==> src/rtl/mips_pkg.sv <==
package mips_pkg;

	typedef logic [31:0] word_t;
	typedef logic [4:0] reg_addr_t;
	typedef logic [31:0] inst_t;

	// instruction queue geometry
	localparam int FIFO_DEPTH = 8;
	typedef logic [$clog2(FIFO_DEPTH)-1:0] fifo_ptr_t;
	typedef logic [$clog2(FIFO_DEPTH):0] fifo_cnt_t;

	localparam word_t RESET_PC = 32'h0000_0000;

	// major opcodes
	localparam logic [5:0] OP_SPECIAL = 6'b000000;
	localparam logic [5:0] OP_ADDIU = 6'b001001;
	localparam logic [5:0] OP_SLTI = 6'b001010;
	localparam logic [5:0] OP_ANDI = 6'b001100;
	localparam logic [5:0] OP_ORI = 6'b001101;
	localparam logic [5:0] OP_XORI = 6'b001110;
	localparam logic [5:0] OP_LUI = 6'b001111;

	// funct field under OP_SPECIAL
	localparam logic [5:0] FN_SLL = 6'b000000;
	localparam logic [5:0] FN_ADDU = 6'b100001;
	localparam logic [5:0] FN_SUBU = 6'b100011;
	localparam logic [5:0] FN_AND = 6'b100100;
	localparam logic [5:0] FN_OR = 6'b100101;
	localparam logic [5:0] FN_XOR = 6'b100110;
	localparam logic [5:0] FN_SLT = 6'b101010;

	typedef enum logic [3:0] {
		alu_add,
		alu_sub,
		alu_and,
		alu_or,
		alu_xor,
		alu_slt,
		alu_sll,
		alu_lui,
		alu_nop
	} alu_op_t;

	typedef enum logic {
		fetch_idle,
		fetch_wait
	} fetch_state_t;

endpackage

==> src/rtl/decoder.sv <==
`timescale 1ns/1ps

module decoder
	import mips_pkg::*;
(
	input  inst_t      instr,
	output reg_addr_t  rs,
	output reg_addr_t  rt,
	output reg_addr_t  reg_waddr,
	output logic       reg_wen,
	output alu_op_t    aluop,
	output word_t      imm_value,
	output logic [4:0] shamt,
	output logic       alu_sela,
	output logic       alu_selb
);

	logic [5:0] op, funct;
	logic [15:0] imm;

	assign op = instr[31:26];
	assign rs = instr[25:21];
	assign rt = instr[20:16];
	assign shamt = instr[10:6];
	assign funct = instr[5:0];
	assign imm = instr[15:0];

	always_comb begin
		aluop = alu_nop;
		alu_sela = 1'b0;
		alu_selb = 1'b1;
		reg_waddr = rt;
		imm_value = {{16{imm[15]}}, imm};
		case (op)
			OP_SPECIAL: begin
				alu_selb = 1'b0;
				reg_waddr = instr[15:11];
				case (funct)
					FN_SLL: begin
						aluop = alu_sll;
						alu_sela = 1'b1;
					end
					FN_ADDU: aluop = alu_add;
					FN_SUBU: aluop = alu_sub;
					FN_AND: aluop = alu_and;
					FN_OR: aluop = alu_or;
					FN_XOR: aluop = alu_xor;
					FN_SLT: aluop = alu_slt;
					default: aluop = alu_nop;
				endcase
			end
			OP_ADDIU: aluop = alu_add;
			OP_SLTI: aluop = alu_slt;
			// logical immediates are zero extended
			OP_ANDI: begin
				aluop = alu_and;
				imm_value = {16'h0, imm};
			end
			OP_ORI: begin
				aluop = alu_or;
				imm_value = {16'h0, imm};
			end
			OP_XORI: begin
				aluop = alu_xor;
				imm_value = {16'h0, imm};
			end
			OP_LUI: begin
				aluop = alu_lui;
				imm_value = {16'h0, imm};
			end
			default: aluop = alu_nop;
		endcase
	end

	// unknown encodings and $0 targets write nothing
	assign reg_wen = (aluop != alu_nop) && (reg_waddr != '0);

endmodule

==> src/rtl/issue_stage.sv <==
`timescale 1ns/1ps

module issue_stage
	import mips_pkg::*;
(
	input  logic       clk,
	input  logic       rst_n,
	input  inst_t      head_inst,
	input  inst_t      next_inst,
	input  word_t      head_pc,
	input  word_t      next_pc,
	input  fifo_cnt_t  fifo_count,
	input  word_t      rd1_a, rd1_b, rd2_a, rd2_b,
	// results still in flight in E and M
	input  logic       fwd_e_master_wen, fwd_e_slave_wen,
	input  reg_addr_t  fwd_e_master_waddr, fwd_e_slave_waddr,
	input  word_t      fwd_e_master_wdata, fwd_e_slave_wdata,
	input  logic       fwd_m_master_wen, fwd_m_slave_wen,
	input  reg_addr_t  fwd_m_master_waddr, fwd_m_slave_waddr,
	input  word_t      fwd_m_master_wdata, fwd_m_slave_wdata,
	output logic       pop_master, pop_slave,
	output reg_addr_t  ra1_a, ra1_b, ra2_a, ra2_b,
	output logic       e_master_valid, e_slave_valid,
	output alu_op_t    e_master_aluop, e_slave_aluop,
	output word_t      e_master_rs_value, e_slave_rs_value,
	output word_t      e_master_rt_value, e_slave_rt_value,
	output word_t      e_master_imm_value, e_slave_imm_value,
	output logic [4:0] e_master_shamt, e_slave_shamt,
	output logic       e_master_alu_sela, e_slave_alu_sela,
	output logic       e_master_alu_selb, e_slave_alu_selb,
	output logic       e_master_reg_wen, e_slave_reg_wen,
	output reg_addr_t  e_master_reg_waddr, e_slave_reg_waddr
);

	reg_addr_t m_waddr, s_waddr;
	logic m_wen, s_wen, m_sela, s_sela, m_selb, s_selb;
	alu_op_t m_aluop, s_aluop;
	word_t m_imm, s_imm;
	logic [4:0] m_shamt, s_shamt;
	word_t m_rs_value, m_rt_value, s_rs_value, s_rt_value;
	logic slave_ok;

	decoder u_decoder_master (
		.instr     (head_inst),
		.rs        (ra1_a),
		.rt        (ra1_b),
		.reg_waddr (m_waddr),
		.reg_wen   (m_wen),
		.aluop     (m_aluop),
		.imm_value (m_imm),
		.shamt     (m_shamt),
		.alu_sela  (m_sela),
		.alu_selb  (m_selb)
	);

	decoder u_decoder_slave (
		.instr     (next_inst),
		.rs        (ra2_a),
		.rt        (ra2_b),
		.reg_waddr (s_waddr),
		.reg_wen   (s_wen),
		.aluop     (s_aluop),
		.imm_value (s_imm),
		.shamt     (s_shamt),
		.alu_sela  (s_sela),
		.alu_selb  (s_selb)
	);

	// youngest producer wins: E before M, slave before master
	function automatic word_t forward(input reg_addr_t addr, input word_t rf_data);
		word_t value;
		if (fwd_e_slave_wen && fwd_e_slave_waddr == addr) begin
			value = fwd_e_slave_wdata;
		end else if (fwd_e_master_wen && fwd_e_master_waddr == addr) begin
			value = fwd_e_master_wdata;
		end else if (fwd_m_slave_wen && fwd_m_slave_waddr == addr) begin
			value = fwd_m_slave_wdata;
		end else if (fwd_m_master_wen && fwd_m_master_waddr == addr) begin
			value = fwd_m_master_wdata;
		end else begin
			value = rf_data;
		end
		return value;
	endfunction

	always_comb begin
		m_rs_value = forward(ra1_a, rd1_a);
		m_rt_value = forward(ra1_b, rd1_b);
		s_rs_value = forward(ra2_a, rd2_a);
		s_rt_value = forward(ra2_b, rd2_b);
	end

	// m_wen already excludes $0 as destination
	assign slave_ok = (fifo_count >= fifo_cnt_t'(2)) && m_wen &&
		(ra2_a != m_waddr) && (ra2_b != m_waddr);
	assign pop_master = fifo_count != '0;
	assign pop_slave = pop_master && slave_ok;

	always_ff @(posedge clk or negedge rst_n) begin
		if (!rst_n) begin
			e_master_valid <= 1'b0;
			e_master_reg_wen <= 1'b0;
			e_slave_valid <= 1'b0;
			e_slave_reg_wen <= 1'b0;
		end else begin
			// a slot left out becomes a bubble
			e_master_valid <= pop_master;
			e_master_reg_wen <= pop_master & m_wen;
			e_slave_valid <= pop_slave;
			e_slave_reg_wen <= pop_slave & s_wen;
		end
	end

	always_ff @(posedge clk) begin
		e_master_aluop <= m_aluop;
		e_master_rs_value <= m_rs_value;
		e_master_rt_value <= m_rt_value;
		e_master_imm_value <= m_imm;
		e_master_shamt <= m_shamt;
		e_master_alu_sela <= m_sela;
		e_master_alu_selb <= m_selb;
		e_master_reg_waddr <= m_waddr;
		e_slave_aluop <= s_aluop;
		e_slave_rs_value <= s_rs_value;
		e_slave_rt_value <= s_rt_value;
		e_slave_imm_value <= s_imm;
		e_slave_shamt <= s_shamt;
		e_slave_alu_sela <= s_sela;
		e_slave_alu_selb <= s_selb;
		e_slave_reg_waddr <= s_waddr;
	end

	// no branches, so a dual-issued pair is always sequential
	a_pair_sequential: assert property (@(posedge clk) disable iff (!rst_n)
		pop_slave |-> next_pc == head_pc + 32'd4)
		else $error("dual issue of a non-sequential pair");

endmodule

==> config.mk <==
export PLATFORM = sky130hd
export DESIGN_NAME = issue_stage
export DESIGN_NICKNAME = d
export VERILOG_FILES = /design/src/rtl/mips_pkg.sv /design/src/rtl/decoder.sv /design/src/rtl/issue_stage.sv
export SDC_FILE = /design/constraint.sdc
export NUM_CORES = 1
export LEC_CHECK = 0
export BUFFER_PORTS_ARGS = -buffer_cell sky130_fd_sc_hd__buf_2
export CAP_MARGIN = 10
export CORE_AREA = 2 2 259 261
export DETAILED_ROUTE_END_ITERATION = 10
export DIE_AREA = 0 0 261 263
export GPL_ROUTABILITY_DRIVEN = 0
export SETUP_SLACK_MARGIN = 0.1
export SYNTH_ARGS = -nofsm -noshare
export SYNTH_HDL_FRONTEND = slang
export SYNTH_SLANG_ARGS = --single-unit
==> constraint.sdc <==
create_clock -name clk -period 2.7 [get_ports clk]
set_input_delay 0.27 -clock clk [delete_from_list [all_inputs] [get_ports clk]]
set_output_delay 0.27 -clock clk [all_outputs]
set_load 0.05 [all_outputs]
==> impl_metrics.json <==
{
  "status": "finished, final reports clean",
  "grtUsageTotal_pct": 16.5,
  "drtAntennaViolNets": 0,
  "required_ns": 2.43,
  "critPathArrivalTime_ns": 2.28,
  "dp_hpwl_um": 44000,
  "die_y_um": 263,
  "period_share_pct": 94.3,
  "portBuffers": 599,
  "worst_hold_path_type": "in -> reg",
  "synth_most_common_cell": "dfxtp_1",
  "ir_drop_v": 0.000328,
  "vias_per_cell": 4.56,
  "crit_path_end_kind": "output pin",
  "antenna_found_initial": 7,
  "synth.avg_cell_area_um2": 9.34,
  "yosysWarningCount": 0,
  "ys_seq_elements": 188,
  "fin_nets": 2119,
  "core-area_mm2": 0.0656,
  "setup_viol": 0,
  "drt_wl_total_um": 59300,
  "slew_headroom_pct": 46.8,
  "period_minus_slack_ns": 2.55,
  "report.final.slew_viol_count": 0,
  "total_power_mw": 8.42,
  "fin_util_pct": 24.2,
  "grt_start_max_net_pins": 65,
  "ys_types": 51,
  "path_max_fanout": 4,
  "fin_area_mm2": 0.0159,
  "syn_area_mm2": 0.0105,
  "grt_pass1_wl_um": 80900,
  "start_kind": "input pin",
  "startpoint": "head_inst[27]",
  "grt_setup_unrepaired": "false",
  "synth_common_cells": "184 x dfxtp_1, 141 x nor2_1, 131 x mux2i_1",
  "grt_overflow": 0,
  "firstDrtPassIters": 5,
  "synth_area_leaders": "dfxtp_1 35%, mux2i_1 12%, a221o_1 12%",
  "dieWidth_um": 261,
  "synth-edff-count": 0,
  "fill_cells": 7102,
  "io_pins": 664,
  "clk_pin_slew_ns": 0.08,
  "syn2layout_area_growth_pct": 51.0,
  "dp_cells": 2490,
  "synth_fp_nets": 1539,
  "hp-start": "fwd_e_slave_wdata[20]",
  "wl_per_cell_um": 22.9,
  "powerDensity_mw_per_mm2": 531,
  "cts_buffers": 17,
  "cp_cell_sequence": "buf_2, or3_4, nor2_4, mux2i_1, xnor2_1, nor4_2, buf_4, nor4_4, buf_6",
  "yosysTopAreaCellShare_pct": 35.1,
  "synth_top_area_cell": "dfxtp_1",
  "cts_tree": "yes",
  "worst_pin_slew_ns": 0.797,
  "cts_root_buf": "clkbuf_16",
  "synth_flop_cell": "dfxtp_1",
  "ys_seq_area_share_pct": 36.0,
  "drive_gt1_share_pct": 43.4,
  "vias": 11800,
  "slowest_delay_ns": 0.41,
  "worst-setup-path-type": "in -> out",
  "h-tree-depth": 4,
  "synth_cells": 1125,
  "hold_violations": 0,
  "cts_sinks": 188,
  "first_global_vias": 11500,
  "crit_slowest_cell": "or3_4",
  "clock.fmax_mhz": 393,
  "clockBufferDepth": 2,
  "instances_no_fill": 2585,
  "dieArea_mm2": 0.0686,
  "ys_async_sr_fraction_pct": 2.13,
  "drv_cap": 0,
  "drcViolationCount": 0,
  "rows": 94,
  "place_area_mm2": 0.0146,
  "initial_core_util_pct": 16.0,
  "drt-initial-drc-count": 838,
  "p_leak_nw": 6.78
}
-- area by class of cell --
cell class / instances / area [um^2] / area share, %
clock inverters: 14 / 146 / 0.923
clock buffers: 18 / 439 / 2.77
well taps: 864 / 1080 / 6.81
inverters: 7 / 26.3 / 0.166
flip-flops and latches: 188 / 3780 / 23.8
multi-input cells: 764 / 6020 / 37.9
repair buffers: 727 / 4360 / 27.5
diodes: 3 / 7.51 / 0.0473
-- cells by family after synthesis --
group | Yosys count | synth area share, %
DFF | 188 | 36.0
and+or+nand+nor | 242 | 11.1
muxes | 136 | 13.0
xor gates and xnor gates | 91 | 7.58
AOI/OAI and AO/OA | 295 | 23.7
buffers and inverters | 173 | 8.57
-- timing repair --
item                                    CTS  global route
hold buffers                             58             0
cloned                                    0             0
setup buffers                             1             1
gates resized for setup                   8             8
pin swaps                                 2             2
hold endpoints to repair                 63             0
endpoints found under the setup margin    1             1
-- worst max-delay path, delay by kind of cell --
family | cells | cell delay, ns
xor gates and xnor gates | 1 | 0.19
and+or+nand+nor | 4 | 1.02
muxes | 1 | 0.31
buffers and inverters | 3 | 0.47
-- flip-flops by register name, summed over array words and instances (netlist names), 4 cells and up --
name and count:
e_master_reg_waddr 5, e_slave_imm_value 13, e_master_rt_value 32, e_slave_shamt 4, e_slave_rs_value 32, e_slave_aluop 4, e_master_aluop 4, e_slave_rt_value 32
e_master_shamt 4, e_master_imm_value 13, e_master_rs_value 32, e_slave_reg_waddr 5
-- power breakdown --
group | internal [mW] | total [mW] | switching, mW
sequential | 3.00 | 3.08 | 0.0762
combinational | 0.859 | 2.72 | 1.86
clock | 1.26 | 2.62 | 1.36
total | 5.12 | 8.42 | 3.30
-- worst paths after layout --
| check | end | slack (ns) | depth (start not counted) |
|---|---|---|---|
| worst max-delay path | pop_slave | 0.15 | 9 |
| worst min-delay path | e_slave_rs_value[20] | 0.05 | 2 |
| max in group asynchronous | e_slave_valid | 2.44 | 2 |
| min in group asynchronous | e_master_valid | 0.14 | 2 |
-- layer usage --
metal / global-route usage, % / part of all wire, % / up-vias / wire [um]
li1: - / - / 5367 / -
met1: 20.1 / 41 / 5683 / 24500
met2: 27.6 / 48 / 636 / 28300
met3: 4.96 / 8.8 / 107 / 5200
met4: 4.88 / 2.0 / 6 / 1190
met5: 0 / 0.062 / - / 37
-- per-stage QoR --
stage,setup TNS (ns),setup WS [ns],hold WS (ns)
after floorplan,0,0.102,-0.0256
after global placement,-0.0209,-0.0209,0.0779
after detailed placement,-0.0189,-0.0189,0.0790
after CTS,0,0.111,0.000323
after global routing,0,0.0726,0.0247
final,0,0.154,0.0528
-- cell usage in the layout (no fill, tap or decap), types with 6 or more instances in the layout --
master	netlist	final
nand2b_1	10	6
mux2i_1	131	131
buf_12	0	20
buf_4	60	49
nor4_1	25	23
buf_2	13	598
nand2_1	7	7
xnor2_1	21	21
dlygate4sd3_1	0	58
a21oi_1	12	12
nand3_1	12	7
inv_1	7	7
nor2_1	141	136
a211oi_1	129	129
dfxtp_1	184	184
xor2_1	70	69
nor3_1	9	8
clkbuf_16	0	17
a221o_1	128	128
(Power assumes the default switching activity.)
