### src/rtl/mips_pkg.sv
package mips_pkg;

	typedef logic [31:0] word_t;
	typedef logic [4:0] reg_addr_t;
	typedef logic [31:0] inst_t;

	// instruction queue geometry
	localparam int FIFO_DEPTH = 8;
	typedef logic [$clog2(FIFO_DEPTH)-1:0] fifo_ptr_t;
	typedef logic [$clog2(FIFO_DEPTH):0] fifo_cnt_t;

	localparam word_t RESET_PC = 32'h0000_0000;

	// major opcodes
	localparam logic [5:0] OP_SPECIAL = 6'b000000;
	localparam logic [5:0] OP_ADDIU = 6'b001001;
	localparam logic [5:0] OP_SLTI = 6'b001010;
	localparam logic [5:0] OP_ANDI = 6'b001100;
	localparam logic [5:0] OP_ORI = 6'b001101;
	localparam logic [5:0] OP_XORI = 6'b001110;
	localparam logic [5:0] OP_LUI = 6'b001111;

	// funct field under OP_SPECIAL
	localparam logic [5:0] FN_SLL = 6'b000000;
	localparam logic [5:0] FN_ADDU = 6'b100001;
	localparam logic [5:0] FN_SUBU = 6'b100011;
	localparam logic [5:0] FN_AND = 6'b100100;
	localparam logic [5:0] FN_OR = 6'b100101;
	localparam logic [5:0] FN_XOR = 6'b100110;
	localparam logic [5:0] FN_SLT = 6'b101010;

	typedef enum logic [3:0] {
		alu_add,
		alu_sub,
		alu_and,
		alu_or,
		alu_xor,
		alu_slt,
		alu_sll,
		alu_lui,
		alu_nop
	} alu_op_t;

	typedef enum logic {
		fetch_idle,
		fetch_wait
	} fetch_state_t;

endpackage

### src/rtl/pc_fetch.sv
`timescale 1ns/1ps

module pc_fetch
	import mips_pkg::*;
(
	input  logic      clk,
	input  logic      rst_n,
	input  logic      inst_data_ok,
	input  logic      inst_data_ok1,
	input  logic      inst_data_ok2,
	input  fifo_cnt_t fifo_count,
	output logic      inst_sram_en,
	output word_t     f_pc,
	output logic      fifo_wen1,
	output logic      fifo_wen2
);

	fetch_state_t state;
	logic room;
	word_t pc_step;

	// a pair must fit before asking for one
	assign room = fifo_count <= fifo_cnt_t'(FIFO_DEPTH - 2);

	// ok2 implies ok1
	assign pc_step = inst_data_ok2 ? 32'd8 : (inst_data_ok1 ? 32'd4 : 32'd0);

	always_ff @(posedge clk or negedge rst_n) begin
		if (!rst_n) begin
			state <= fetch_idle;
			f_pc <= RESET_PC;
		end else if (state == fetch_idle) begin
			if (room) begin
				state <= fetch_wait;
			end
		end else if (inst_data_ok) begin
			state <= fetch_idle;
			f_pc <= f_pc + pc_step;
		end
	end

	// request held high until the response pulse
	assign inst_sram_en = state == fetch_wait;
	assign fifo_wen1 = inst_data_ok & inst_data_ok1;
	assign fifo_wen2 = inst_data_ok & inst_data_ok2;

	a_ok2_needs_ok1: assert property (@(posedge clk) disable iff (!rst_n)
		(inst_data_ok && inst_data_ok2) |-> inst_data_ok1)
		else $error("second word returned without the first");

endmodule

### config.mk
export PLATFORM = sky130hd
export DESIGN_NAME = pc_fetch
export DESIGN_NICKNAME = d
export VERILOG_FILES = /design/src/rtl/mips_pkg.sv /design/src/rtl/pc_fetch.sv
export SDC_FILE = /design/constraint.sdc
export NUM_CORES = 1
export LEC_CHECK = 0
export BUFFER_PORTS_ARGS = -buffer_cell sky130_fd_sc_hd__buf_2
export CAP_MARGIN = 25
export CORE_ASPECT_RATIO = 0.8
export CORE_UTILIZATION = 40
export CTS_BUF_LIST = sky130_fd_sc_hd__clkbuf_8
export DETAILED_ROUTE_END_ITERATION = 12
export SETUP_SLACK_MARGIN = 0.5
export SLEW_MARGIN = 15
export SYNTH_ARGS = -nofsm -noshare
export SYNTH_HDL_FRONTEND = slang
export SYNTH_SLANG_ARGS = --single-unit
### constraint.sdc
create_clock -name clk -period 2.9 [get_ports clk]
set_input_delay 0.435 -clock clk [delete_from_list [all_inputs] [get_ports clk]]
set_output_delay 0.435 -clock clk [all_outputs]
set_load 0.05 [all_outputs]
==> results.yml, run 1 <==
sta:
  post-route-period-util: 0.675
  finalSetupViolCount: 0
  hold_viol_final: 0
  hold_slack_ns: 0.198
  slew_violations: 0
  rsz0062_at_grt: "no"
  skew_ns: 0.00484
  tightest_slew_ns: 0.710
  maxSlewHeadroom: 0.523
  tns_ns: 0
  period_minus_slack_ns: 1.96
  fmax_mhz: 511
cts:
  cts_tree: "yes"
  post_cts_buffers: 0
  hold_buffers: 0
  numCtsBuffers: 5
  path_clk_slew_ns: 0.06
  cts_resized: 0
  cts.sink_count: 31
  cts.path.max_buffers: 2
  worstSkewPairLatency_ns: 0.27
  cts_max_level: 2
  ctsRootBufferMaster: "clkbuf_8"
worst_setup_path:
  path_buf_inv: 3
  worstPathArrival_ns: 2.11
  cpMaxStageDelayCell: "fa_1"
  worst-path-max-fanout: 11
  cpPeakStageDelay_ns: 0.41
  worstPathCellList: "buf_2, nor2b_1, ha_1, inv_1, fa_1, nor4_2, buf_4, nand4_1, xnor2_1"
  r2r-start: "f_pc[2]"
  startpoint: "inst_data_ok2"
  startpoint_type: "input pin"
  crit_required_ns: 3.06
  critPathKind: "input pin to flip-flop"
  cp-end-kind: "flip-flop"
  cp_top_family: "adder cells"
drt:
  routedWlPerCell_um: 13.1
  wirelength_mm: 2.87
  via_per_inst: 5.05
  ant_nets: 0
  drtIter0Drc: 55
  num_vias: 1107
  dr.pass1.iters: 8
  drc: 2
synth:
  ys_warn_count: 0
  ys_seq_area_frac: 0.514
  yosys.area.top_type: "dfrtp_1"
  syn-instance-count: 135
  yosysUniqueCellTypes: 28
  yosysTopAreaCellShare: 0.514
  synth.avg_cell_area_um2: 11.2
  synth_area_um2: 1510
  ys_ff_latch: 31
  synth.area.top_cells: "dfrtp_1 51%, xnor2_1 14%, nand4_1 6.2%, nand3_1 2.3%, xor2_1 2.3%"
placement:
  dpl-instance-area_um2: 1720
  portBuffers: 41
  gp_congestion: 0.745
  hpwl_mm: 2.01
global_routing:
  grt_pass1_wl_mm: 4.84
  antenna_found_initial: 0
  overflow: 0
  grt.total_usage: 0.159
  grt_use_met2: 0.234
  grt_max_degree: 32
  use_met3: 0.0618
  grt_pass1_vias: 1046
  use_met1: 0.214
  busiest_layer: "met2"
power:
  ir_drop_mv: 0.426
  p_sw_uw: 427
  p_total_mw: 1.13
  cellPowerDensity_nw_per_um2: 633
  power.leakage_nw: 0.901
  combPwrFrac: 0.275
  p_seq_frac: 0.461
  internal_power_uw: 708
  p_clk_frac: 0.264
  sw_frac_of_total: 0.376
floorplan:
  die_area_um2: 4020
  ios: 44
  fp.dieH_um: 56.9
  initial_utilization: 0.429
  rows: 19
  core_um2: 3520
  die-width_um: 70.7
final_layout:
  nNetsFinal: 190
  final_common_cell: "buf_2"
  nFillCells: 342
  post-route-cell-area_um2: 1790
  num_antenna_cells: 0
  layout_common_cells: "41 x buf_2, 31 x dfrtp_1, 24 x xnor2_1"
  synthToLayoutAreaGrowth_pct: 18.8
  final_util: 0.510
  drive_gt1_frac: 0.294
worst_hold_path:
  hold_class: "input pin to async pin"
run_status:
  status: "finished, violations left"
  violations: "design-rule violations"
run:
  cap_violations: 0
## Yosys cell counts
master and n:
a21oi_1 1, a31oi_1 1, and2_1 4, and3_1 5, and4_1 2, buf_2 1
buf_4 4, buf_6 2, conb_1 1, dfrtp_1 31, fa_1 1, ha_1 2
inv_1 6, mux2_2 1, nand2_1 8, nand2_2 1, nand3_1 7, nand3_2 1
nand4_1 15, nor2_1 4, nor2b_1 1, nor3_1 4, nor4_2 1, nor4_4 1
o21a_1 1, o21ai_0 1, xnor2_1 24, xor2_1 4
## power groups by stage
stage               clock network, mW  logic [mW]  registers (mW)
finish                          0.300       0.311           0.523
global route                    0.334       0.336           0.531
CTS                             0.310       0.315           0.523
detailed placement                  0       0.316           0.530
global placement                    0       0.313           0.529
floorplan                           0      0.0942           0.674
## worst paths after layout
path                                end  slack [ns]  cells after the start
min in group clk           inst_sram_en        0.46                      3
max                            f_pc[24]        0.94                      9
min reg2reg                    f_pc[31]        0.47                      1
min                            f_pc[14]        0.20                      1
max in group asynchronous      f_pc[18]        2.27                      1
max reg2reg                    f_pc[24]        0.97                      7
## area by class of cell
class	instances	area (um2)	share of cell area
Clock inverter	1	3.75	0.00209
Tap cell	42	52.6	0.0293
Timing Repair Buffer	42	213	0.119
Multi-Input combinational cell	92	657	0.366
Sequential cell	31	776	0.433
Inverter	6	22.5	0.0126
Clock buffer	5	68.8	0.0384
## logic make-up (layout without fill, tap and decap cells)
kind of cell | after synthesis | in the layout | share of synthesized area
buffers and inverters | 13 | 54 | 0.0531
other | 1 | 2 | 0.00249
and+or+nand+nor | 54 | 54 | 0.215
AOI/OAI and AO/OA | 4 | 4 | 0.0158
xor gates and xnor gates | 28 | 28 | 0.163
muxes | 1 | 1 | 0.00746
adders and majority gates | 3 | 3 | 0.0298
DFF | 31 | 31 | 0.514
## flip-flops by register name, summed over array words and instances, names as in the netlist
name / cells
f_pc: 30
inst_sram_en: 1
## layer usage
layer,wire length [um],up-vias,share of wire
met2,1230,25,0.43
met5,0,-,0
li1,-,542,-
met3,147,5,0.051
met4,47,0,0.016
met1,1450,535,0.50
## stage by stage
step / cells / setup WS (ns)
finish: 219 / 0.942
global route: 219 / 0.787
CTS: 219 / 0.940
detailed placement: 213 / 0.655
global placement: 213 / 0.693
floorplan: 136 / 0.707
## worst reg2reg max path: stages (launching register included)
cell and delay [ns]:
dfrtp_1 0.36, ha_1 0.17, inv_1 0.05, fa_1 0.41, nor4_2 0.29, buf_4 0.22, nand4_1 0.13, xnor2_1 0.18
No activity file was read; power rests on OpenSTA's default activity.
==> run 2: changes to the inputs <==
- clock period: 2.9 -> 1.9 ns (I/O delays scaled with it)
==> run 2 against run 1 <==
  * The run now ends clean
  * Combinational power up 100%
  * Worst hold slack worse by 0.15 ns
  * Wire length up 8.4%
  * Power up 69%
  * Register-to-register slack worse by 0.77 ns
  * Core utilization up 7.3 points
  * Sequential power up 57%
  * Critical endpoint is now f_pc[20]
  * Highest routed layer unchanged
==> results.yml, run 2 (synthesis gave the netlist of run 1 again) <==
cts:
  path_clk_slew_ns: 0.06
  worstSkewPairLatency_ns: 0.28
  numCtsBuffers: 5
  hold_buffers: 0
  ctsRootBufferMaster: "clkbuf_8"
  cts_tree: "yes"
  cts.sink_count: 31
  cts.path.max_buffers: 2
  cts_max_level: 2
final_layout:
  nFillCells: 321
  synthToLayoutAreaGrowth_pct: 35.8
  post-route-cell-area_um2: 2050
  final_common_cell: "buf_2"
  largest_reg_flops: 30
  num_antenna_cells: 0
  nNetsFinal: 204
  layout_common_cells: "41 x buf_2, 22 x xnor2_1, 16 x dfrtp_1"
  regMostFlops: "f_pc"
  drive_gt1_frac: 0.508
worst_setup_path:
  critPathKind: "flip-flop to flip-flop"
  crit_required_ns: 2.06
  reg2reg_slack_ns: 0.20
  cp-end-kind: "flip-flop"
  worstPathArrival_ns: 1.86
  worst-path-max-fanout: 5
  startpoint_type: "flip-flop"
floorplan:
  die-width_um: 70.7
  die_area_um2: 4020
  ios: 44
  fp.dieH_um: 56.9
  initial_utilization: 0.429
  rows: 19
  core_um2: 3520
drt:
  num_vias: 1198
  ant_nets: 0
  wirelength_mm: 3.11
  drtIter0Drc: 35
  via_per_inst: 5.10
  routedWlPerCell_um: 13.2
  drc: 0
  dr.pass1.iters: 4
global_routing:
  grt.total_usage: 0.172
  antenna_found_initial: 0
  overflow: 0
  grt_pass1_vias: 1130
  grt_max_degree: 32
  grt_pass1_wl_mm: 5.25
worst_hold_path:
  hold_class: "input pin to async pin"
power:
  cellPowerDensity_nw_per_um2: 938
  power.leakage_nw: 1.02
  ir_drop_mv: 0.493
sta:
  slew_violations: 0
  period_minus_slack_ns: 1.70
  tightest_slew_ns: 0.695
  fmax_mhz: 588
  finalSetupViolCount: 0
  rsz0062_at_grt: "yes"
  maxSlewHeadroom: 0.537
  post-route-period-util: 0.895
  fin_ws_ns: 0.199
  skew_ns: 0.00506
  hold_viol_final: 0
run_status:
  status: "complete, no violations"
placement:
  dpl-instance-area_um2: 1820
  preCtsSetupSlack_ns: -0.0451
  hpwl_mm: 2.08
  portBuffers: 41
  gp_congestion: 0.749
run:
  cap_violations: 0
run 2: power breakdown:
| group | switching (mW) | internal, mW | total [mW] |
|---|---|---|---|
| Combinational | 0.408 | 0.217 | 0.625 |
| Sequential | 0.0841 | 0.737 | 0.822 |
| Clock | 0.229 | 0.246 | 0.475 |
run 2: critical path, stage by stage (launching register included):
cell	delay, ns
dfrtp_2	0.38
ha_4	0.13
inv_2	0.03
fa_2	0.37
nor4_4	0.18
buf_4	0.16
buf_6	0.12
nand3_2	0.08
xnor2_1	0.13
run 2: repair_timing:
action / in CTS / in global routing
resized for setup: 7 / 14
pin swaps: 16 / 14
buffers inserted: 3 / 4
gates cloned: 1 / 0
hold endpoints to repair: 0 / 0
endpoints found under the setup margin: 25 / 28
run 2: routing by layer:
metal / share of wire / vias up / global-route usage
li1: - / 570 / -
met1: 0.48 / 580 / 0.232
met5: 0 / - / 0
met4: 0.019 / 0 / 0.0886
met2: 0.44 / 40 / 0.254
met3: 0.056 / 8 / 0.0530
run 2: area by class of cell:
cell class	instances	area [um2]	area share
clock buffer	5	68.8	0.0336
clock inverter	3	12.5	0.00610
inverter	6	22.5	0.0110
multi-input combinational	92	762	0.372
sequential	31	795	0.388
tap	42	52.6	0.0256
timing repair buffer	56	337	0.164
run 2: path summary, 6_finish.rpt:
kind	start	endpoint	cells after the start
min reg2reg	f_pc[31]	f_pc[31]	1
min	rst_n	f_pc[6]	1
min in group clk	fifo_count[3]	inst_sram_en	3
max reg2reg	f_pc[2]	f_pc[20]	8
max in group asynchronous	rst_n	f_pc[11]	1
max	f_pc[2]	f_pc[20]	8
run 2: stage by stage:
step / power (mW) / utilization / setup TNS, ns / hold WS [ns] / std cells
2_1_floorplan: 1.22 / - / 0 / -0.0106 / 136
6_report: 1.92 / 0.583 / 0 / 0.0485 / 235
3_5_place_dp: 1.36 / 0.517 / -0.145 / 0.377 / 219
3_3_place_gp: 1.35 / 0.517 / -0.00410 / 0.363 / 219
4_1_cts: 1.91 / 0.557 / 0 / 0.0695 / 231
5_1_grt: 2.02 / 0.583 / 0 / 0.104 / 235
==> run 3: changes to the inputs <==
- CTS_BUF_LIST: sky130_fd_sc_hd__clkbuf_8 -> sky130_fd_sc_hd__clkbuf_4 sky130_fd_sc_hd__clkbuf_8
==> run 3 against run 2 <==
  * Maximum frequency barely moved
  * Register-to-register slack barely moved
  * Worst setup slack barely moved
  * Clock-buffer cell count rose by 2
  * Worst hold slack barely moved
  * Critical path depth did not move
  * Combinational power barely moved
  * Sequential share of layout area fell by 0.14 points
  * Power rose by 2.0%
  * Global-route usage did not move
==> results.yml, run 3 (synthesis gave the netlist of run 1 again) <==
placement:
  gp_congestion: 0.749
  hpwl_mm: 2.08
  portBuffers: 41
  dpl-instance-area_um2: 1820
cts:
  cts.path.max_buffers: 2
  hold_buffers: 0
  cts_tree: "yes"
  cts.sink_count: 31
  numCtsBuffers: 5
  path_clk_slew_ns: 0.06
  ctsRootBufferMaster: "clkbuf_8"
  cts_max_level: 2
  worstSkewPairLatency_ns: 0.28
sta:
  period_minus_slack_ns: 1.70
  tightest_slew_ns: 0.695
  finalSetupViolCount: 0
  post-route-period-util: 0.895
  fmax_mhz: 588
  maxSlewHeadroom: 0.537
  slew_violations: 0
  skew_ns: 0.00480
  hold_viol_final: 0
  rsz0062_at_grt: "yes"
  tns_ns: 0
final_layout:
  drive_gt1_frac: 0.518
  multi_input_area_um2: 762
  regMostFlops: "f_pc"
  nNetsFinal: 204
  num_antenna_cells: 0
  post-route-cell-area_um2: 2060
  final_util: 0.585
  nFillCells: 319
  synthToLayoutAreaGrowth_pct: 36.3
  largest_reg_flops: 30
  regArea_um2: 795
  final_common_cell: "buf_2"
  layout_common_cells: "41 x buf_2, 22 x xnor2_1, 16 x dfrtp_1"
drt:
  dr.pass1.iters: 4
  via_per_inst: 5.09
  drc: 0
  drtIter0Drc: 34
  ant_nets: 0
  num_vias: 1197
  wirelength_mm: 3.11
  routedWlPerCell_um: 13.2
worst_setup_path:
  worstPathArrival_ns: 1.86
  path_buf_inv: 3
  crit_required_ns: 2.06
  startpoint_type: "flip-flop"
  cp-end-kind: "flip-flop"
  cpMaxStageDelayCell: "dfrtp_2"
  worst-path-max-fanout: 5
  cp_top_family: "adder cells"
  worstPathCellList: "ha_4, inv_2, fa_2, nor4_4, buf_4, buf_6, nand3_2, xnor2_1"
  critPathKind: "flip-flop to flip-flop"
  cpPeakStageDelay_ns: 0.38
floorplan:
  die_area_um2: 4020
  rows: 19
  ios: 44
  initial_utilization: 0.429
  die-width_um: 70.7
  fp.dieH_um: 56.9
  core_um2: 3520
power:
  p_total_mw: 1.96
  power.leakage_nw: 1.02
  ir_drop_mv: 0.493
  cellPowerDensity_nw_per_um2: 953
global_routing:
  grt_max_degree: 32
  grt_pass1_wl_mm: 5.25
  antenna_found_initial: 0
  grt.total_usage: 0.172
  overflow: 0
  grt_pass1_vias: 1130
run:
  cap_violations: 0
run_status:
  status: "complete, no violations"
worst_hold_path:
  hold_class: "input pin to async pin"
==> run 3: cell count changes in the layout (fill, tap and decap cells not counted), sizes merged <==
cell	delta
clkbuf	+2
inv	-2
==> run 3: power by group <==
group / internal (mW) / leakage [nW] / switching [mW]
clock network: 0.285 / 0.0491 / 0.229
logic: 0.217 / 0.574 / 0.408
registers: 0.737 / 0.400 / 0.0841
total: 1.24 / 1.02 / 0.721
==> run 3: cell type report <==
class	instances	area share
sequential	31	0.386
inverter	6	0.0109
timing repair buffer	56	0.164
clock buffer	7	0.0408
clock inverter	1	0.00243
multi-input combinational	92	0.370
tap	42	0.0255
==> run 3: path summary, 6_finish.rpt <==
path,startpoint,to,slack (ns),cells past startpoint
setup / recovery,f_pc[2],f_pc[20],0.20,8
setup reg to reg,f_pc[2],f_pc[20],0.20,8
hold / removal,rst_n,f_pc[6],0.05,1
max in group asynchronous,rst_n,f_pc[11],1.35,1
min in group clk,fifo_count[3],inst_sram_en,0.30,3
hold reg to reg,f_pc[31],f_pc[31],0.47,1
==> run 3: repair_timing <==
| item | CTS | global route |
|---|---|---|
| endpoints found under the setup margin | 25 | 28 |
| buffers inserted | 3 | 4 |
| cloned | 1 | 0 |
| pin swaps | 16 | 14 |
| endpoints found under the hold margin | 0 | 0 |
| gates resized for setup | 7 | 14 |
==> run 3: metal layers <==
layer	wire length, um	part of all wire	global-route usage	up-vias
li1	-	-	-	570
met1	1500	0.48	0.232	579
met2	1370	0.44	0.254	40
met3	175	0.056	0.0530	8
met4	59	0.019	0.0886	0
met5	0	0	0	-
==> run 3: per-stage QoR <==
step                hold WS (ns)  instances  setup slack (ns)
floorplan                -0.0106        136            0.0823
global placement           0.363        219          -0.00410
detailed placement         0.377        219           -0.0451
CTS                       0.0697        231             0.242
global route               0.104        235             0.159
finish                    0.0488        235             0.199
