## src/rtl/mips_pkg.sv

```systemverilog
package mips_pkg;

	typedef logic [31:0] word_t;
	typedef logic [4:0] reg_addr_t;
	typedef logic [31:0] inst_t;

	// instruction queue geometry
	localparam int FIFO_DEPTH = 8;
	typedef logic [$clog2(FIFO_DEPTH)-1:0] fifo_ptr_t;
	typedef logic [$clog2(FIFO_DEPTH):0] fifo_cnt_t;

	localparam word_t RESET_PC = 32'h0000_0000;

	// major opcodes
	localparam logic [5:0] OP_SPECIAL = 6'b000000;
	localparam logic [5:0] OP_ADDIU = 6'b001001;
	localparam logic [5:0] OP_SLTI = 6'b001010;
	localparam logic [5:0] OP_ANDI = 6'b001100;
	localparam logic [5:0] OP_ORI = 6'b001101;
	localparam logic [5:0] OP_XORI = 6'b001110;
	localparam logic [5:0] OP_LUI = 6'b001111;

	// funct field under OP_SPECIAL
	localparam logic [5:0] FN_SLL = 6'b000000;
	localparam logic [5:0] FN_ADDU = 6'b100001;
	localparam logic [5:0] FN_SUBU = 6'b100011;
	localparam logic [5:0] FN_AND = 6'b100100;
	localparam logic [5:0] FN_OR = 6'b100101;
	localparam logic [5:0] FN_XOR = 6'b100110;
	localparam logic [5:0] FN_SLT = 6'b101010;

	typedef enum logic [3:0] {
		alu_add,
		alu_sub,
		alu_and,
		alu_or,
		alu_xor,
		alu_slt,
		alu_sll,
		alu_lui,
		alu_nop
	} alu_op_t;

	typedef enum logic {
		fetch_idle,
		fetch_wait
	} fetch_state_t;

endpackage

```

## src/rtl/alu.sv

```systemverilog
`timescale 1ns/1ps

module alu
	import mips_pkg::*;
(
	input  alu_op_t aluop,
	input  word_t   a,
	input  word_t   b,
	output word_t   y
);

	always_comb begin
		case (aluop)
			alu_add: y = a + b;
			alu_sub: y = a - b;
			alu_and: y = a & b;
			alu_or: y = a | b;
			alu_xor: y = a ^ b;
			// signed compare
			alu_slt: y = {31'b0, $signed(a) < $signed(b)};
			// shift amount comes in on a
			alu_sll: y = b << a[4:0];
			alu_lui: y = {b[15:0], 16'h0};
			default: y = '0;
		endcase
	end

endmodule

```

## src/rtl/exec_writeback.sv

```systemverilog
`timescale 1ns/1ps

module exec_writeback
	import mips_pkg::*;
(
	input  logic       clk,
	input  logic       rst_n,
	input  logic       e_master_valid, e_slave_valid,
	input  alu_op_t    e_master_aluop, e_slave_aluop,
	input  word_t      e_master_rs_value, e_slave_rs_value,
	input  word_t      e_master_rt_value, e_slave_rt_value,
	input  word_t      e_master_imm_value, e_slave_imm_value,
	input  logic [4:0] e_master_shamt, e_slave_shamt,
	input  logic       e_master_alu_sela, e_slave_alu_sela,
	input  logic       e_master_alu_selb, e_slave_alu_selb,
	input  logic       e_master_reg_wen, e_slave_reg_wen,
	input  reg_addr_t  e_master_reg_waddr, e_slave_reg_waddr,
	output logic       fwd_e_master_wen, fwd_e_slave_wen,
	output reg_addr_t  fwd_e_master_waddr, fwd_e_slave_waddr,
	output word_t      fwd_e_master_wdata, fwd_e_slave_wdata,
	output logic       fwd_m_master_wen, fwd_m_slave_wen,
	output reg_addr_t  fwd_m_master_waddr, fwd_m_slave_waddr,
	output word_t      fwd_m_master_wdata, fwd_m_slave_wdata,
	output logic       w_master_wen, w_slave_wen,
	output reg_addr_t  w_master_waddr, w_slave_waddr,
	output word_t      w_master_wdata, w_slave_wdata
);

	word_t m_srca, m_srcb, s_srca, s_srcb;

	// a is shamt for sll, b is the immediate for I-type
	assign m_srca = e_master_alu_sela ? {27'b0, e_master_shamt} : e_master_rs_value;
	assign m_srcb = e_master_alu_selb ? e_master_imm_value : e_master_rt_value;
	assign s_srca = e_slave_alu_sela ? {27'b0, e_slave_shamt} : e_slave_rs_value;
	assign s_srcb = e_slave_alu_selb ? e_slave_imm_value : e_slave_rt_value;

	alu u_alu_master (
		.aluop (e_master_aluop),
		.a     (m_srca),
		.b     (m_srcb),
		.y     (fwd_e_master_wdata)
	);

	alu u_alu_slave (
		.aluop (e_slave_aluop),
		.a     (s_srca),
		.b     (s_srcb),
		.y     (fwd_e_slave_wdata)
	);

	assign fwd_e_master_wen = e_master_valid & e_master_reg_wen;
	assign fwd_e_master_waddr = e_master_reg_waddr;
	assign fwd_e_slave_wen = e_slave_valid & e_slave_reg_wen;
	assign fwd_e_slave_waddr = e_slave_reg_waddr;

	always_ff @(posedge clk or negedge rst_n) begin
		if (!rst_n) begin
			fwd_m_master_wen <= 1'b0;
			fwd_m_slave_wen <= 1'b0;
			w_master_wen <= 1'b0;
			w_slave_wen <= 1'b0;
		end else begin
			fwd_m_master_wen <= fwd_e_master_wen;
			fwd_m_slave_wen <= fwd_e_slave_wen;
			w_master_wen <= fwd_m_master_wen;
			w_slave_wen <= fwd_m_slave_wen;
		end
	end

	// M holds results only, nothing left to do there
	always_ff @(posedge clk) begin
		fwd_m_master_waddr <= fwd_e_master_waddr;
		fwd_m_master_wdata <= fwd_e_master_wdata;
		fwd_m_slave_waddr <= fwd_e_slave_waddr;
		fwd_m_slave_wdata <= fwd_e_slave_wdata;
		w_master_waddr <= fwd_m_master_waddr;
		w_master_wdata <= fwd_m_master_wdata;
		w_slave_waddr <= fwd_m_slave_waddr;
		w_slave_wdata <= fwd_m_slave_wdata;
	end

endmodule

```

## config.mk

```make
export PLATFORM = sky130hd
export DESIGN_NAME = exec_writeback
export DESIGN_NICKNAME = d
export VERILOG_FILES = /design/src/rtl/mips_pkg.sv /design/src/rtl/alu.sv /design/src/rtl/exec_writeback.sv
export SDC_FILE = /design/constraint.sdc
export NUM_CORES = 1
export LEC_CHECK = 0
export ABC_AREA = 1
export BUFFER_PORTS_ARGS = -buffer_cell sky130_fd_sc_hd__buf_2
export CAP_MARGIN = 15
export CORE_ASPECT_RATIO = 1.75
export CORE_UTILIZATION = 52
export CTS_CLUSTER_SIZE = 12
export DETAILED_ROUTE_END_ITERATION = 16
export GPL_ROUTABILITY_DRIVEN = 0
export PLACE_DENSITY_LB_ADDON = 0.05
export SLEW_MARGIN = 0
export SYNTH_ARGS = -nofsm -noshare
export SYNTH_HDL_FRONTEND = slang
export SYNTH_SLANG_ARGS = --single-unit
```

## constraint.sdc

```tcl
create_clock -name clk -period 3.7 [get_ports clk]
set_input_delay 0.74 -clock clk [delete_from_list [all_inputs] [get_ports clk]]
set_output_delay 0.74 -clock clk [all_outputs]
set_load 0.02 [all_outputs]
```

==> results of run 1 <==
per-stage QoR:
step | hold WS, ns | worst slack [ns] | std cells | setup TNS [ns] | util [%]
4_1_cts | 0.0656 | -0.0893 | 5505 | -0.728 | 85.2
3_5_place_dp | 0.331 | -0.769 | 5387 | -26.23 | 73.7
3_3_place_gp | 0.326 | -0.786 | 5387 | -25.15 | 73.7
2_1_floorplan | 0.434 | -0.0189 | 3817 | -0.0189 | -
Yosys cell counts (2+ instances only):
cell	instances
o2111ai_1	8
o21ai_1	9
o21ai_0	106
clkinv_1	6
nand2_1	1340
nor2_2	2
buf_6	4
nand3_1	555
a21oi_1	150
nor2_1	264
a21boi_0	3
fa_1	4
o221ai_1	11
dfrtp_1	4
dfxtp_1	148
ha_1	215
o21ai_2	8
buf_2	76
or2_2	4
clkbuf_1	55
nor4_1	2
nor3_1	26
and2_1	7
o22ai_1	50
xor2_1	4
nand2_2	2
inv_1	590
inv_2	8
a211oi_1	19
buf_4	25
nand4_1	62
o21bai_1	16
a31oi_1	20
routing by layer:
metal / overflow / track usage, %
met3: 12 / 57.1
met5: 1 / 14.2
met2: 803 / 105
met1: 10 / 74.1
met4: 321 / 85.6
repair_timing:
| item | 4_1_cts |
|---|---|
| gates resized for setup | 885 |
| setup endpoints to repair | 59 |
| buffers inserted | 79 |
| cloned | 8 |
| endpoints found under the hold margin | 0 |
| pin swaps | 193 |
logic make-up after synthesis:
family,Yosys count
buf+inv,767
xor+xnor,4
compound gates,407
simple gates,2268
flops,152
fa+ha+maj,219
==> metrics.csv, run 1 <==
stage;metric;value;unit
global_route;vias in the first global route;38500;
floorplanning;FP Rows;96;
synth;FFs w/ async S/R, synth;2.63;%
synth;Syn Area/Cell;5.44;µm²
synth;Post-Synth Adder-Cell Area;13.3;%
synth;top_reg_cell synth;dfxtp_1;
global_route;Congestion Overflow GR;1147;
clock_tree;Post-CTS Hold Buffers;0;
synth;top cells by area, synth;nand2_1 24%, dfxtp_1 14%, nand3_1 13%, ha_1 13%, inv_1 11%;
synth;Syn Inst Count;3817;
floorplanning;Die H;266;µm
placed_design;PortBufs;457;
clock_tree;total CTS buffers;17;
synth;Seq cells post-synth;152;
run_status;Log Error;[ERROR GRT-0116] Global routing finished with congestion. Check the congestion regions in the DRC Viewer.;
global_route;first-pass GRT wire length;255000;µm
synth;Post-Synth Simple-Gate Area;45.5;%
synth;EDFF count, synth;0;
synth;Seq/Total Area, Yosys;14.7;%
clock_tree;Clock Tree Buf Depth;2;
clock_tree;# clock sinks;152;
floorplanning;die extent in x;153;µm
synth;syn_nets;4266;
synth;largest family of logic cells by synthesized area;simple AND/OR/NAND/NOR gates;
run_status;status;stopped before the end;
floorplanning;Initial Util;52.9;%
synth;Yosys cell types;47;
floorplanning;IO Pins;458;
synth;Yosys warning total;0;
global_route;gr usage total;78.8;%
synth;mux contribution to synthesized area;0;%
synth;XOR/XNOR Fraction of Synth Area;0.169;%
synth;post-synthesis compound-gate area fraction;11.3;%
run_status;Exit stage;global routing;
synth;synthesized cell area;20800;µm²
clock_tree;clk root buf;clkbuf_16;
placed_design;DP HPWL;92300;µm
synth;share of the synthesized area in the top cell type;24.2;%
global_route;largest net degree at the start of global routing;41;
synth;leading area contributor after synthesis;nand2_1;
clock_tree;H-tree depth;4;
placed_design;placed cell areas;28900;µm²
==> inputs of run 2 (changes only) <==
CORE_ASPECT_RATIO = not set   (was 1.75)
CORE_UTILIZATION = 40   (was 52)
CTS_CLUSTER_SIZE = not set   (was 12)
PLACE_DENSITY_LB_ADDON = 0.15   (was 0.05)
clock period = 4.8 ns   (was 3.7 ns; I/O delays follow)
==> run 2 against run 1 <==
The run now ends clean; area after synthesis did not move; synthesized cell count is the same.
==> metrics.csv, run 2 <==
stage;metric;value;unit;change
global_route;vias in the first global route;24100;;
routing;Total Wirelength;102000;µm;
run_status;status;finished clean;;was stopped before the end
synth;Syn Area/Cell;5.44;µm²;unchanged
global_route;Congestion Overflow GR;0;;
critical_path;startpoint class of the critical path;input pin;;
routing;Vias/cell;5.52;;
sta;post-layout min period;4.72;ns;
cells_and_area;Filler cells;5678;;
floorplanning;core footprint;51300;µm²;
sta;RSZ-0062 raised after global routing;yes;;
critical_path;maximum fanout along the worst path;22;;
placed_design;Post-Place Setup Slack;-0.144;ns;was -0.769 ns
pwr;Max rail drop VDD;0.000270;V;
cells_and_area;final cell count without fillers;5052;;
synth;EDFF count, synth;0;;unchanged
global_route;largest net degree at the start of global routing;41;;
placed_design;placed cell areas;24900;µm²;was 28,900 µm²
synth;top_reg_cell synth;dfxtp_1;;unchanged
cells_and_area;finished layout cell area;25700;µm²;
cells_and_area;Final nets;4808;;
routing;Routed met3 length;17700;µm;
clock_tree;clk_lat worst skew;0.49;ns;
synth;Seq cells post-synth;152;;unchanged
routing;WL met2;38000;µm;
routing;DRT Pass-1 Iters;8;;
routing;Post-route DRC;0;;
synth;Yosys warning total;0;;unchanged
synth;leading area contributor after synthesis;nand2_1;;unchanged
sta;endpoints failing setup;0;;
pwr;power density cells;240;nW/µm²;
synth;top cells by area, synth;nand2_1 24%, dfxtp_1 14%, nand3_1 13%, ha_1 13%, inv_1 11%;;unchanged
job;Max Cap Viol;0;;
sta;Max Freq;212;MHz;
synth;Seq/Total Area, Yosys;14.7;%;unchanged
routing;routed metal-1 wire length;43900;µm;
sta;Max-slew headroom;36.2;%;
floorplanning;FP Rows;83;;was 96
floorplanning;Die ar.;52800;µm²;
sta;Slew @ Worst Pin;0.954;ns;
sta;Final Max Tran Viols;0;;
routing;via total after detailed routing;27900;;
clock_tree;# clock sinks;152;;unchanged
cells_and_area;most frequent cells in the layout;1,319 x nand2_1, 590 x inv_1, 545 x nand3_1, 455 x buf_2, 256 x nor2_1;;
sta;Hold Fails Final Rpt;0;;
synth;Yosys cell types;47;;unchanged
routing;Routed Antenna Nets;0;;
cells_and_area;Area Overhead vs Synth;23.9;%;
synth;Syn Inst Count;3817;;unchanged
routing;top routing layer used;met5;;
floorplanning;die extent in x;230;µm;was 153 µm
synth;top post-synthesis cells by count;1,340 x nand2_1, 590 x inv_1, 555 x nand3_1;;unchanged
global_route;initial antenna violation count;5;;
placed_design;DP HPWL;85500;µm;was 92,300 µm
critical_path;CP Class;in -> out;;
critical_path;CP arrival;3.76;ns;
synth;syn_nets;4266;;unchanged
synth;FFs w/ async S/R, synth;2.63;%;unchanged
floorplanning;Initial Util;40.5;%;was 52.9%
sta;final setup margin;0.0784;ns;
critical_path;WP data required;3.84;ns;
critical_path;CP endpoint kind;output pin;;
cells_and_area;share of cells above drive strength 1;18.5;%;
placed_design;Cells after DPL;5018;;was 5,387
synth;synthesized cell area;20800;µm²;unchanged
routing;routed len/inst;20.2;µm;
floorplanning;Die H;230;µm;was 266 µm
clock_tree;Post-CTS Hold Buffers;0;;unchanged
floorplanning;IO Pins;458;;unchanged
cells_and_area;commonest non-fill, non-tap cell in the layout;nand2_1;;
sta;final worst-path cycle share;98.4;%;
clock_tree;total CTS buffers;17;;unchanged
clock_tree;CTS tree;done;;
synth;share of the synthesized area in the top cell type;24.2;%;unchanged
placed_design;PortBufs;457;;unchanged
clock_tree;Worst-path clk slew;0.07;ns;
clock_tree;Clock Tree Buf Depth;2;;unchanged
cells_and_area;diode count;0;;
clock_tree;clk root buf;clkbuf_16;;unchanged
synth;count leader, synth;nand2_1;;unchanged
pwr;Leak;0.0153;µW;
clock_tree;H-tree depth;4;;unchanged
hold_path;Worst Hold Class;in -> async;;
routing;DR iter-0 viols;4067;;
sta;skew final;0.0164;ns;
global_route;gr usage total;37.0;%;
global_route;first-pass GRT wire length;147000;µm;
==> run 2: cell counts after synthesis <==
No cell type changed its count.
==> run 2: power by group <==
| group | internal, µW | switching, µW |
|---|---|---|
| registers | 1400 | 45.4 |
| clock network | 839 | 664 |
| logic | 1010 | 2220 |
==> run 2: cell families after synthesis <==
kind of cell	synth area share [%]
simple gates	45.5
buf+inv	14.9
compound gates	11.3
fa+ha+maj	13.3
flops	14.7
xor+xnor	0.169
==> run 2: worst paths after layout <==
path | from | end | slack [ns] | depth (start not counted)
min in group clk | fwd_m_master_waddr[3]$_DFF_P_ | w_master_waddr[3]$_DFF_P_ | 0.34 | 0
min | rst_n | fwd_m_slave_wen$_DFF_PN0_ | 0.29 | 1
max reg2reg | fwd_m_master_wdata[28]$_DFF_P_ | w_master_wdata[28]$_DFF_P_ | 4.29 | 0
max in group asynchronous | rst_n | w_master_wen$_DFF_PN0_ | 4.36 | 1
max | e_slave_alu_selb | fwd_e_slave_wdata[21] | 0.08 | 17
min reg2reg | fwd_m_master_waddr[3]$_DFF_P_ | w_master_waddr[3]$_DFF_P_ | 0.34 | 0
==> run 2: stage by stage <==
step	power [µW]	hold WS, ns	TNS, ns	util, %
floorplan	3300	0.434	0	-
global placement	4520	0.328	-0.168	48.5
detailed placement	4520	0.330	-0.144	48.5
CTS	6040	0.252	0	49.7
global route	6470	0.276	-0.0718	50.2
finish	6170	0.292	0	50.2
==> run 2: repair_timing <==
item / 4_1_cts / 5_1_grt
hold endpoints to repair: 0 / 0
setup endpoints to repair: 1 / 40
pin swaps: 0 / 3
buffers inserted: 0 / 2
gates resized for setup: 2 / 70
==> run 2: metal layers <==
metal  track usage [%]  up-vias
met5                 0        -
met4              9.60        6
met3              15.9      202
met2              48.9     1988
met1              53.4    12500
li1                  -    13200
==> run 2: critical path, stage by stage <==
cell and delay [ns]:
buf_2 0.17, inv_2 0.09, buf_12 0.16, nand2_1 0.06
nand2_1 0.18, ha_1 0.47, buf_4 0.19, nand2_1 0.08
nor2_1 0.21, nand2_1 0.13, inv_1 0.10, nand3_1 0.12
nand3_1 0.09, nand2_1 0.05, nand3_1 0.09, nand4_1 0.30
buf_2 0.28
==> run 2: area by class of cell <==
class                           instances  area [µm²]  area share, %
Inverter                              605        2270           8.83
Sequential cell                       152        3060           11.9
Tap cell                              680         851           3.31
Timing Repair Buffer                  685        4090           15.9
Multi-Input combinational cell       2898       14800           57.6
Clock inverter                         15         209          0.812
Clock buffer                           17         425           1.65
(Power assumes the default switching activity.)
==> inputs of run 3 (changes only) <==
SYNTH_HIERARCHICAL = 1   (was not set)
==> run 3 against run 2 <==
Via count is 3.8% lower; critical path type unchanged; critical endpoint is now fwd_e_master_wdata[26]; total power shrank 5.5%; first-iteration DRC count shrank 41%; clock power decreased by 11%; area after synthesis grew 2.0%; die area grew 2.0%; flip-flop and latch count stayed put.
==> metrics.csv, run 3 <==
stage;metric;value;unit;change
run_status;status;finished clean;;unchanged
global_route;largest net degree at the start of global routing;75;;was 41
critical_path;CP peak stage delay;0.39;ns;was 0.47 ns
synth;Seq cells post-synth;152;;unchanged
clock_tree;Clock Tree Buf Depth;2;;unchanged
pwr;Max rail drop VDD;0.000278;V;was 0.000270 V
clock_tree;clk_lat worst skew;0.48;ns;was 0.49 ns
pwr;switching part of the total power;47.9;%;was 47.4%
synth;syn_nets;4339;;was 4,266
floorplanning;IO Pins;458;;unchanged
clock_tree;Post-CTS Hold Buffers;0;;unchanged
placed_design;Post-Place Setup Slack;0.123;ns;was -0.144 ns
routing;DRT Pass-1 Iters;9;;was 8
cells_and_area;share of cells above drive strength 1;17.3;%;was 18.5%
pwr;Leak;0.0150;µW;was 0.0153 µW
cells_and_area;Final nets;4834;;was 4,808
pwr;clock network power share;22.9;%;was 24.4%
routing;DR iter-0 viols;2400;;was 4,067
global_route;vias in the first global route;24900;;was 24,100
routing;Post-route DRC;0;;unchanged
synth;Syn Inst Count;3897;;was 3,817
routing;routed len/inst;18.9;µm;was 20.2 µm
global_route;M3 GR Usage;5.84;%;was 15.9%
global_route;first-pass GRT wire length;143000;µm;was 147,000 µm
placed_design;DP HPWL;80900;µm;was 85,500 µm
synth;Post-Synth Adder-Cell Area;12.7;%;was 13.3%
critical_path;Worst path slowest cell;fa_1;;was ha_1
floorplanning;die extent in x;232;µm;was 230 µm
clock_tree;H-tree depth;4;;unchanged
clock_tree;# clock sinks;152;;unchanged
sta;Hold Fails Final Rpt;0;;unchanged
critical_path;CP endpoint kind;output pin;;unchanged
clock_tree;Worst-path clk slew;0.07;ns;about the same
synth;top post-synthesis cells by count;1,346 x nand2_1, 672 x inv_1, 440 x nand3_1;;was 1,340 x nand2_1, 590 x inv_1, 555 x nand3_1
critical_path;startpoint class of the critical path;input pin;;unchanged
critical_path;CP arrival;3.74;ns;was 3.76 ns
synth;Syn Area/Cell;5.44;µm²;about the same
synth;Yosys warning total;6;;was 0
synth;top_reg_cell synth;dfxtp_1;;unchanged
sta;final worst-path cycle share;97.9;%;was 98.4%
floorplanning;Die H;232;µm;was 230 µm
sta;Slew @ Worst Pin;0.806;ns;was 0.954 ns
synth;Yosys cell types;43;;was 47
critical_path;WP data required;3.84;ns;about the same
sta;post-layout min period;4.70;ns;was 4.72 ns
sta;Max-slew headroom;46.1;%;was 36.2%
synth;synthesized cell area;21200;µm²;was 20,800 µm²
sta;Fin Hold WS;0.276;ns;was 0.292 ns
pwr;Comb pwr share;52.4;%;was 52.3%
cells_and_area;commonest non-fill, non-tap cell in the layout;nand2_1;;unchanged
critical_path;crit path cell chain;buf_2, inv_1, nand2_1, nand2_2, inv_1, ha_1, fa_1, inv_1, nand3_1, nand3_1, nand2_1, nand2_1, nand2_1, nand3_1, nand2_1, nand3_1, nand3_1, buf_2;;was buf_2, inv_2, buf_12, nand2_1, nand2_1, ha_1, buf_4, nand2_1, nor2_1, nand2_1, inv_1, nand3_1, nand3_1, nand2_1, nand3_1, nand4_1, buf_2
synth;Post-Synth Simple-Gate Area;44.4;%;was 45.5%
pwr;NetSw;2790;µW;was 2930 µW
sta;Final Max Tran Viols;0;;unchanged
synth;share of the synthesized area in the top cell type;23.8;%;was 24.2%
routing;Total Wirelength;96400;µm;was 102,000 µm
routing;via total after detailed routing;26800;;was 27,900
clock_tree;clk root buf;clkbuf_16;;unchanged
cells_and_area;most frequent cells in the layout;1,343 x nand2_1, 671 x inv_1, 457 x buf_2, 439 x nand3_1, 351 x nor2_1;;was 1,319 x nand2_1, 590 x inv_1, 545 x nand3_1, 455 x buf_2, 256 x nor2_1
synth;top cells by area, synth;nand2_1 24%, dfxtp_1 14%, ha_1 12%, inv_1 12%, nand3_1 10%;;was nand2_1 24%, dfxtp_1 14%, nand3_1 13%, ha_1 13%, inv_1 11%
pwr;internal power;3040;µW;was 3250 µW
sta;final setup margin;0.0991;ns;was 0.0784 ns
global_route;gr usage total;35.2;%;was 37.0%
critical_path;maximum fanout along the worst path;6;;was 22
floorplanning;core footprint;51800;µm²;was 51,300 µm²
placed_design;placed cell areas;24700;µm²;was 24,900 µm²
global_route;initial antenna violation count;2;;was 5
floorplanning;Die ar.;53900;µm²;was 52,800 µm²
global_route;Congestion Overflow GR;0;;unchanged
hold_path;Worst Hold Class;in -> async;;unchanged
synth;post-synthesis compound-gate area fraction;11.4;%;was 11.3%
pwr;power density cells;230;nW/µm²;was 240 nW/µm²
global_route;met1 Use GR;39.7;%;was 53.4%
routing;Routed Antenna Nets;0;;unchanged
sta;Setup TNS Final;0;ns;unchanged
job;Max Cap Viol;0;;unchanged
clock_tree;CTS tree;done;;unchanged
synth;leading area contributor after synthesis;nand2_1;;unchanged
sta;Max Freq;213;MHz;was 212 MHz
synth;Seq/Total Area, Yosys;14.5;%;was 14.7%
floorplanning;Initial Util;40.9;%;was 40.5%
cells_and_area;Area Overhead vs Synth;19.7;%;was 23.9%
critical_path;CP Class;in -> out;;unchanged
placed_design;PortBufs;457;;unchanged
sta;RSZ-0062 raised after global routing;yes;;unchanged
synth;count leader, synth;nand2_1;;unchanged
pwr;Power, Total;5830;µW;was 6170 µW
synth;EDFF count, synth;0;;unchanged
synth;largest family of logic cells by synthesized area;simple AND/OR/NAND/NOR gates;;unchanged
floorplanning;FP Rows;83;;unchanged
synth;mux contribution to synthesized area;0;%;unchanged
sta;endpoints failing setup;0;;unchanged
synth;FFs w/ async S/R, synth;2.63;%;unchanged
cells_and_area;finished layout cell area;25400;µm²;was 25,700 µm²
synth;XOR/XNOR Fraction of Synth Area;0;%;was 0.169%
pwr;Seq pwr share;24.7;%;was 23.4%
global_route;met2 usage;59.3;%;was 48.9%
global_route;busiest layer in global routing;met2;;was met1
clock_tree;total CTS buffers;17;;unchanged
routing;Vias/cell;5.27;;was 5.52
sta;skew final;0.00889;ns;was 0.0164 ns
-- run 3: power by group through the flow --
stage	combinational (µW)	clock [µW]	sequential [µW]
detailed placement	2970	0	1470
CTS	2980	1400	1440
floorplan	1700	0	1640
global placement	2970	0	1470
finish	3060	1340	1440
global route	3320	1440	1450
-- run 3: cell families (layout without fill, tap and decap cells) --
group	count (synthesis)	after routing
fa+ha+maj	212	212
buf+inv	848	1356
simple gates	2276	2276
other cells	0	2
compound gates	409	409
flops	152	152
-- run 3: worst paths after layout --
check / to / startpoint / depth (start not counted) / slack, ns
setup / recovery: fwd_e_master_wdata[26] / e_master_alu_sela / 18 / 0.1
hold reg to reg: w_master_wdata[31]$_DFF_P_ / fwd_m_master_wdata[31]$_DFF_P_ / 0 / 0.34
min in group clk: w_master_wdata[31]$_DFF_P_ / fwd_m_master_wdata[31]$_DFF_P_ / 0 / 0.34
hold / removal: fwd_m_slave_wen$_DFF_PN0_ / rst_n / 1 / 0.28
max in group asynchronous: w_slave_wen$_DFF_PN0_ / rst_n / 1 / 4.40
setup reg to reg: w_slave_wen$_DFF_PN0_ / fwd_m_slave_wen$_DFF_PN0_ / 0 / 4.28
-- run 3: critical path, delay by kind of cell --
kind	cells	cell delay [ns]
fa+ha+maj	2	0.62
buf+inv	5	0.76
simple gates	11	1.39
-- run 3: per-layer routing --
metal / part of all wire [%] / vias up
li1: - / 13100
met3: 8.1 / 341
met1: 37 / 12000
met5: 0.0093 / -
met4: 8.0 / 2
met2: 47 / 1339
-- run 3: what timing repair did --
item	CTS	global route
setup buffers	0	1
endpoints found under the setup margin	0	26
resized for setup	0	26
-- run 3: metrics by stage --
stage | cells | utilization, %
after CTS | 5084 | 48.8
after global placement | 5052 | 47.7
after detailed placement | 5052 | 47.7
after global routing | 5086 | 48.9
after floorplan | 3897 | -
final | 5087 | 48.9
-- run 3: final cells by class --
type | instances | area (µm²)
repair buffers | 639 | 3720
clock inverters | 14 | 143
diodes | 2 | 5.00
flip-flops and latches | 152 | 3060
clock buffers | 18 | 429
well taps | 680 | 851
multi-input cells | 2897 | 14600
fillers | 5816 | 26500
inverters | 685 | 2590
